--- config.mk ---
export PLATFORM = sky130hd
export DESIGN_NAME = matrix_multiplication
export DESIGN_NICKNAME = d
export VERILOG_FILES = /design/src/common/mat_pkg.sv /design/src/systolic/systolic_array.sv /design/src/systolic/systolic_pe.sv /design/src/verilog/mat_mul_ctrl.sv /design/src/verilog/matrix_multiplication.sv /design/src/verilog/row_ram.sv
export SDC_FILE = /design/constraint.sdc
export NUM_CORES = 2
export LEC_CHECK = 0
export ABC_CLOCK_PERIOD_IN_PS = 5220
export BUFFER_PORTS_ARGS = -buffer_cell sky130_fd_sc_hd__buf_2
export CORE_MARGIN = 8
export CORE_UTILIZATION = 35
export DETAILED_ROUTE_END_ITERATION = 16
export HOLD_SLACK_MARGIN = 0.03
export REMOVE_ABC_BUFFERS = 1
export SYNTH_ARGS = -nofsm -noshare
export SYNTH_HDL_FRONTEND = slang
export SYNTH_SLANG_ARGS = --single-unit
--- constraint.sdc ---
create_clock -name clk_mem -period 5.22 [get_ports clk_mem]
set_input_delay 0.783 -clock clk_mem [delete_from_list [all_inputs] [get_ports clk_mem]]
set_output_delay 0.783 -clock clk_mem [all_outputs]
set_load 0.02 [all_outputs]
--- src/common/mat_pkg.sv ---
package mat_pkg;

  //////////////////////////////////////////////////////////////////////
  // Array and memory sizes
  //////////////////////////////////////////////////////////////////////

  localparam int MAT_SIZE = 4;
  localparam int ELEM_W   = 8;
  localparam int ADDR_W   = $clog2(MAT_SIZE);

  // Last product needs both skews plus the grid diagonal to settle
  localparam int DRAIN_CYCLES = 2 * MAT_SIZE;

  // Clear, feed, drain, write C, then the done_ack register
  localparam int MUL_LATENCY = 1 + MAT_SIZE + DRAIN_CYCLES + MAT_SIZE + 1;

  // Memory read plus output register
  localparam int READ_LATENCY = 2;

  //////////////////////////////////////////////////////////////////////
  // Data types
  //////////////////////////////////////////////////////////////////////

  // One matrix element
  typedef logic [ELEM_W-1:0] elem_t;

  // One memory word, a full row or column
  typedef logic [MAT_SIZE*ELEM_W-1:0] row_t;

  // Word address inside a row memory
  typedef logic [ADDR_W-1:0] addr_t;

  // One host command per cycle
  typedef struct packed {
    logic  wr_a;
    logic  wr_b;
    logic  rd_c;
    addr_t addr;
    row_t  data;
  } host_cmd_t;

  // Controller sequence
  typedef enum logic [2:0] {
    IDLE,
    CLEAR,
    FEED,
    DRAIN,
    WRITE_C,
    DONE
  } ctrl_state_t;

endpackage

--- src/systolic/systolic_array.sv ---
`timescale 1ns/10ps

module systolic_array
  import mat_pkg::*;
(
  input  logic  clk_mem,
  input  logic  reset,
  input  logic  clear,
  input  row_t  a_col,
  input  row_t  b_row,
  input  logic  operand_valid,
  input  addr_t res_row,
  output row_t  res_data
);

  // Skewed operands at the array edge
  elem_t a_edge [MAT_SIZE];
  elem_t b_edge [MAT_SIZE];

  // Pass links between cells and the accumulator grid
  elem_t a_link [MAT_SIZE][MAT_SIZE];
  elem_t b_link [MAT_SIZE][MAT_SIZE];
  elem_t acc_grid [MAT_SIZE][MAT_SIZE];

  //////////////////////////////////////////////////////////////////////
  // Input skew
  //////////////////////////////////////////////////////////////////////

  // Lane i delays A byte i and B byte i by i cycles
  for (genvar i = 0; i < MAT_SIZE; i++) begin : g_skew
    logic [2*ELEM_W-1:0] stage [0:i];

    // Zeros outside the feed window
    assign stage[0] = operand_valid ?
                      {a_col[i*ELEM_W +: ELEM_W], b_row[i*ELEM_W +: ELEM_W]} : '0;

    for (genvar d = 1; d <= i; d++) begin : g_dly
      always_ff @(posedge clk_mem) begin
        if (reset || clear) begin
          stage[d] <= '0;
        end else begin
          stage[d] <= stage[d-1];
        end
      end
    end

    assign a_edge[i] = stage[i][2*ELEM_W-1:ELEM_W];
    assign b_edge[i] = stage[i][ELEM_W-1:0];
  end

  //////////////////////////////////////////////////////////////////////
  // Processing element grid
  //////////////////////////////////////////////////////////////////////

  for (genvar i = 0; i < MAT_SIZE; i++) begin : g_row
    for (genvar j = 0; j < MAT_SIZE; j++) begin : g_col
      elem_t a_src;
      elem_t b_src;

      // First column and first row take the skewed edge
      assign a_src = (j == 0) ? a_edge[i] : a_link[i][(j == 0) ? 0 : j-1];
      assign b_src = (i == 0) ? b_edge[j] : b_link[(i == 0) ? 0 : i-1][j];

      systolic_pe pe_i (
        .clk_mem (clk_mem),
        .reset   (reset),
        .clear   (clear),
        .a_in    (a_src),
        .b_in    (b_src),
        .a_out   (a_link[i][j]),
        .b_out   (b_link[i][j]),
        .acc     (acc_grid[i][j])
      );
    end
  end

  // Row of C selected for the write back
  always_comb begin
    for (int j = 0; j < MAT_SIZE; j++) begin
      res_data[j*ELEM_W +: ELEM_W] = acc_grid[res_row][j];
    end
  end

endmodule

--- src/systolic/systolic_pe.sv ---
`timescale 1ns/10ps

module systolic_pe
  import mat_pkg::*;
(
  input  logic  clk_mem,
  input  logic  reset,
  input  logic  clear,
  input  elem_t a_in,
  input  elem_t b_in,
  output elem_t a_out,
  output elem_t b_out,
  output elem_t acc
);

  //////////////////////////////////////////////////////////////////////
  // Operand pass registers
  //////////////////////////////////////////////////////////////////////

  // A moves one column right, B one row down, each cycle
  always_ff @(posedge clk_mem) begin
    if (reset || clear) begin
      a_out <= '0;
      b_out <= '0;
    end else begin
      a_out <= a_in;
      b_out <= b_in;
    end
  end

  //////////////////////////////////////////////////////////////////////
  // Multiply-accumulate
  //////////////////////////////////////////////////////////////////////

  // Sum wraps at ELEM_W bits
  // Zero operands between runs leave the result in place
  always_ff @(posedge clk_mem) begin
    if (reset || clear) begin
      acc <= '0;
    end else begin
      acc <= acc + a_in * b_in;
    end
  end

endmodule

--- src/verilog/mat_mul_ctrl.sv ---
`timescale 1ns/10ps

module mat_mul_ctrl
  import mat_pkg::*;
(
  input  logic  clk_mem,
  input  logic  reset,
  input  logic  start_req,
  output logic  done_ack,
  output logic  busy,
  output logic  clear,
  output addr_t feed_addr,
  output logic  operand_valid,
  output addr_t res_row,
  output logic  c_we
);

  ctrl_state_t state;

  // Counts feed words, drain cycles and written rows
  logic [$clog2(DRAIN_CYCLES)-1:0] step;

  //////////////////////////////////////////////////////////////////////
  // Sequence and handshake
  //////////////////////////////////////////////////////////////////////

  always_ff @(posedge clk_mem) begin
    if (reset) begin
      state    <= IDLE;
      step     <= '0;
      done_ack <= 1'b0;
    end else begin
      case (state)
        IDLE: begin
          step <= '0;
          if (start_req) begin
            state <= CLEAR;
          end
        end
        CLEAR: begin
          step  <= '0;
          state <= FEED;
        end
        FEED: begin
          if (step == MAT_SIZE - 1) begin
            step  <= '0;
            state <= DRAIN;
          end else begin
            step <= step + 1'b1;
          end
        end
        DRAIN: begin
          // Wait for the wavefront to reach the far corner
          if (step == DRAIN_CYCLES - 1) begin
            step  <= '0;
            state <= WRITE_C;
          end else begin
            step <= step + 1'b1;
          end
        end
        WRITE_C: begin
          if (step == MAT_SIZE - 1) begin
            step  <= '0;
            state <= DONE;
          end else begin
            step <= step + 1'b1;
          end
        end
        DONE: begin
          // Hold ack until the request goes away
          if (start_req) begin
            done_ack <= 1'b1;
          end else begin
            done_ack <= 1'b0;
            state    <= IDLE;
          end
        end
        default: begin
          state <= IDLE;
        end
      endcase
    end
  end

  // Memory data lags the feed address by one cycle
  always_ff @(posedge clk_mem) begin
    if (reset) begin
      operand_valid <= 1'b0;
    end else begin
      operand_valid <= (state == FEED);
    end
  end

  //////////////////////////////////////////////////////////////////////
  // Datapath controls
  //////////////////////////////////////////////////////////////////////

  assign busy      = (state != IDLE);
  assign clear     = (state == CLEAR);
  assign c_we      = (state == WRITE_C);
  assign feed_addr = step[ADDR_W-1:0];
  assign res_row   = step[ADDR_W-1:0];

endmodule

--- src/verilog/matrix_multiplication.sv ---
`timescale 1ns/10ps

module matrix_multiplication
  import mat_pkg::*;
(
  input  logic      clk_mem,
  input  logic      reset,
  input  host_cmd_t host_cmd,
  input  logic      start_req,
  output logic      done_ack,
  output row_t      rd_data,
  output logic      rd_valid
);

  // Controller outputs
  logic  busy;
  logic  clear;
  logic  operand_valid;
  logic  c_we;
  addr_t feed_addr;
  addr_t res_row;

  // Memory ports
  addr_t ab_addr;
  addr_t c_addr;
  row_t  a_rdata;
  row_t  b_rdata;
  row_t  c_rdata;
  row_t  res_data;

  // Read command in flight
  logic  rd_c_q;

  //////////////////////////////////////////////////////////////////////
  // Address muxing between host and controller
  //////////////////////////////////////////////////////////////////////

  assign ab_addr = busy ? feed_addr : host_cmd.addr;
  assign c_addr  = busy ? res_row   : host_cmd.addr;

  //////////////////////////////////////////////////////////////////////
  // Operand and result memories
  //////////////////////////////////////////////////////////////////////

  // Word k is column k of A
  row_ram mem_a (
    .clk_mem (clk_mem),
    .addr    (ab_addr),
    .wdata   (host_cmd.data),
    .we      (host_cmd.wr_a && !busy),
    .rdata   (a_rdata)
  );

  // Word k is row k of B
  row_ram mem_b (
    .clk_mem (clk_mem),
    .addr    (ab_addr),
    .wdata   (host_cmd.data),
    .we      (host_cmd.wr_b && !busy),
    .rdata   (b_rdata)
  );

  // Word i is row i of C
  row_ram mem_c (
    .clk_mem (clk_mem),
    .addr    (c_addr),
    .wdata   (res_data),
    .we      (c_we),
    .rdata   (c_rdata)
  );

  //////////////////////////////////////////////////////////////////////
  // Compute
  //////////////////////////////////////////////////////////////////////

  systolic_array array_i (
    .clk_mem       (clk_mem),
    .reset         (reset),
    .clear         (clear),
    .a_col         (a_rdata),
    .b_row         (b_rdata),
    .operand_valid (operand_valid),
    .res_row       (res_row),
    .res_data      (res_data)
  );

  mat_mul_ctrl ctrl_i (
    .clk_mem       (clk_mem),
    .reset         (reset),
    .start_req     (start_req),
    .done_ack      (done_ack),
    .busy          (busy),
    .clear         (clear),
    .feed_addr     (feed_addr),
    .operand_valid (operand_valid),
    .res_row       (res_row),
    .c_we          (c_we)
  );

  //////////////////////////////////////////////////////////////////////
  // Host read-back
  //////////////////////////////////////////////////////////////////////

  // Reads only count while idle
  always_ff @(posedge clk_mem) begin
    if (reset) begin
      rd_c_q   <= 1'b0;
      rd_valid <= 1'b0;
    end else begin
      rd_c_q   <= host_cmd.rd_c && !busy;
      rd_valid <= rd_c_q;
    end
  end

  // Data held until the next read
  always_ff @(posedge clk_mem) begin
    if (rd_c_q) begin
      rd_data <= c_rdata;
    end
  end

endmodule

--- src/verilog/row_ram.sv ---
`timescale 1ns/10ps

module row_ram
  import mat_pkg::*;
(
  input  logic  clk_mem,
  input  addr_t addr,
  input  row_t  wdata,
  input  logic  we,
  output row_t  rdata
);

  // MAT_SIZE words, one row or column each
  row_t mem [MAT_SIZE];

  // Read first, so a write returns the old word
  always_ff @(posedge clk_mem) begin
    if (we) begin
      mem[addr] <= wdata;
    end
    rdata <= mem[addr];
  end

endmodule
==> metrics.csv <==
stage,metric,value,unit
status,outcome,"finished, final reports clean",
sta,max-slew violations,0,
global_route,initial antenna violation count,23,
floorplan,Core Area,132000,µm²
critical_path,crit-path leading delay family,adder cells,
sta,endpoints failing hold,0,
power_and_ir_drop,Logic pwr share,0.067,
logic_synthesis,largest cells by area after synthesis,"edfxtp_1, dfxtp_1, fa_1",
routing,Routed Antenna Nets,0,
critical_path,Worst Path Buf+Inv,3,
critical_path,CP Cell Sequence,nand3_1 -> fa_1 -> inv_1 -> fa_1 -> inv_1 -> fa_1 -> fa_1 -> inv_1 -> ha_1 -> a21oi_1 -> xnor3_1 -> xor2_1 -> nor2_1,
sta,Max Freq,238,MHz
clock_tree,latest clock arrival within the worst-skew pair,670,ps
global_route,met2 usage in global routing,0.215,
layout,design area,52200,µm²
sta,RSZ-0062 raised after global routing,false,
clock_tree,CTS Hold Buffers Added,0,
clock_tree,CTS root buf,clkbuf_16,
sta,final hold slack,363,ps
floorplan,Die W,381,µm
routing,total wire length,97700,µm
clock_tree,CTS tree,yes,
layout,area grow syn2layout,12.2,%
clock_tree,post-CTS setup buffers,0,
placed_design,quantity of I/O buffers inserted on ports,73,
sta,Max Clock Skew,31.1,ps
logic_synthesis,post-synth cell types,38,
power_and_ir_drop,Pwr Density,311,nW/µm²
routing,initial drt markers,1376,
routing,TritonRoute pass-1 iters,5,
layout,Nets,4690,
sta,Slew @ Worst Pin,1040,ps
placed_design,Detailed Place HPWL,70300,µm
power_and_ir_drop,Clk pwr share,0.433,
global_route,largest net degree at the start of global routing,130,
sta,fin crit share,0.806,
routing,drt wl/cell,16.5,µm
floorplan,chip height,381,µm
critical_path,crit-path max cell delay,650,ps
logic_synthesis,Syn Inst Count,4020,
critical_path,Levels on crit path,13,
sta,final setup fails,0,
layout,Util after Layout,0.397,
floorplan,Starting Density,0.353,
global_route,GR Overflow Total,0,
power_and_ir_drop,Seq pwr share,0.500,
sta,slack of the critical path,1020,ps
clock_tree,Max Buffers Root-to-Sink,3,
clock_tree,H-tree levels,3,
critical_path,largest fanout on the critical path,36,
logic_synthesis,leading area contributor after synthesis,edfxtp_1,
critical_path,CP startpoint kind,flop,
critical_path,CP required,5750,ps
power_and_ir_drop,Int Pwr,12.4,mW
layout,layout cell share with drive strength beyond 1,0.0763,
hold_path,Hold WC Path Type,primary input to flop,
placed_design,Placer Congestion,0.836,
hold_path,hold path depth,2,
logic_synthesis,syn avg cell area,11.6,µm²
floorplan,# IOs,74,
layout,"most common cell after layout, fill and taps aside",inv_1,
global_route,vias in the first global route,27000,
routing,vias post-DR,26800,
global_route,global-route wire length before repair,154000,µm
global_route,Most Crowded Layer GR,met2,
sta,worst relative slew slack,0.305,
power_and_ir_drop,total power,16.2,mW
placed_design,placed cell area,48800,µm²
layout,most frequent cells in the layout,"inv_1, dfxtp_1, nand2_1",
sta,final setup TNS,0,ps
logic_synthesis,Yosys reg bits,938,
power_and_ir_drop,Sw Share,0.235,
critical_path,R2R Setup Slk,1020,ps
layout,Post-Layout Cell Count,5931,
logic_synthesis,Synth Cell Area,46500,µm²
floorplan,Die ar.,145000,µm²
critical_path,R2R depth,13,
global_route,GRT Resource Usage Total,0.133,
clock_tree,clock-pin slew on the worst setup and hold paths,60,ps
layout,number of fill cells,12500,
critical_path,Worst Setup End Kind,flop,
clock_tree,post_cts resized,0,
placed_design,dpl ws,1010,ps
power_and_ir_drop,Net Sw Power,3.82,mW
power_and_ir_drop,Worst VDD drop,0.000283,V
logic_synthesis,area share of the largest cell type after synthesis,0.269,
placed_design,Placed Cells,5741,
critical_path,kind of critical path,flop to flop,
critical_path,Critical Path Slowest Stage Cell,dfxtp_2,
job,Max Cap Viol,0,
power_and_ir_drop,leak pwr,22.4,nW
clock_tree,clock net sink count,938,
floorplan,Row Count,133,
critical_path,Worst Path Arrival,4730,ps
global_route,met3 usage,0.0252,
routing,Residual DRC,0,
logic_synthesis,synth warn,0,
clock_tree,cts bufs inserted,98,
critical_path,cell mode on critical path,fa_1,
sta,minimum clock period,4200,ps
logic_synthesis,post-synthesis sequential area ratio,0.493,
routing,Vias/cell,4.52,
global_route,M1 GR Usage,0.182,
## cells in the mapped netlist
master    number
buf_4         11
a211oi_1       2
buf_6          5
nor2_1        74
mux4_2        32
nor4_1         3
clkbuf_1      90
dfxtp_1      522
o22ai_1        1
nand2b_1       6
a21oi_1      134
nor2b_1        2
maj3_1         1
ha_1         276
nor3_1         3
nand3_1       19
a21boi_2       1
buf_1          2
nor3b_1        2
inv_1        557
and3_1        75
a21o_1        32
nand2_1      480
or2_2          1
edfxtp_1     416
fa_1         288
xnor2_1      222
or3_4          1
a22oi_1       96
or3_1          1
xnor3_1        2
o211ai_1       1
o21ai_0        2
and2_1       475
buf_2         26
nor4b_1        1
mux2i_1       96
xor2_1        62
## per-layer routing
layer | vias up | share of wire
li1 | 13000 | -
met1 | 13200 | 0.47
met2 | 409 | 0.46
met3 | 145 | 0.048
met4 | 10 | 0.020
met5 | - | 0.00074
## state kept, by name, indices dropped and copies added (netlist names), 48 cells and up
| register | cells |
|---|---|
| mem_b.mem | 128 |
| mem_a.mem | 128 |
| array_i.g_skew.stage | 48 |
| array_i.g_row.g_col.pe_i.b_out | 96 |
| array_i.g_row.g_col.pe_i.a_out | 96 |
| array_i.g_row.g_col.pe_i.acc | 128 |
| mem_c.mem | 128 |
## worst paths after layout
kind | startpoint | endpoint
setup / recovery | ctrl_i.operand_valid | array_i.g_row[0].g_col[0].pe_i.acc[7]
hold / removal | host_cmd[34] | rd_c_q
setup reg to reg | ctrl_i.operand_valid | array_i.g_row[0].g_col[0].pe_i.acc[7]
hold reg to reg | mem_c.rdata[30] | rd_data[30]
## logic make-up (layout without fill, tap and decap cells)
group,count (synthesis),count (layout),share of synthesized area
AOI/OAI and AO/OA,269,269,0.0361
xor gates and xnor gates,286,286,0.0544
adders and majority gates,565,565,0.198
buffers and inverters,691,839,0.0582
DFF,938,938,0.493
muxes,128,128,0.0361
other,0,8,0
and+or+nand+nor,1143,1143,0.124
## final cells by class
class	count	area, µm²	share of cell area
sequential	938	22900	0.440
multi-input combinational	2391	21000	0.402
clock buffer	130	2750	0.0528
tap	1755	2200	0.0421
inverter	557	2090	0.0401
timing repair buffer	100	631	0.0121
clock inverter	52	572	0.0110
antenna	8	20.0	0.000384
## power groups by stage
stage	Combinational (mW)	Clock [mW]	Sequential, mW
6_report	1.09	7.04	8.12
5_1_grt	1.21	7.52	8.14
4_1_cts	1.11	7.23	8.12
3_5_place_dp	1.11	0	8.28
3_3_place_gp	1.09	0	8.27
2_1_floorplan	0.795	0	8.24
Power figures use the tool's default switching activity.
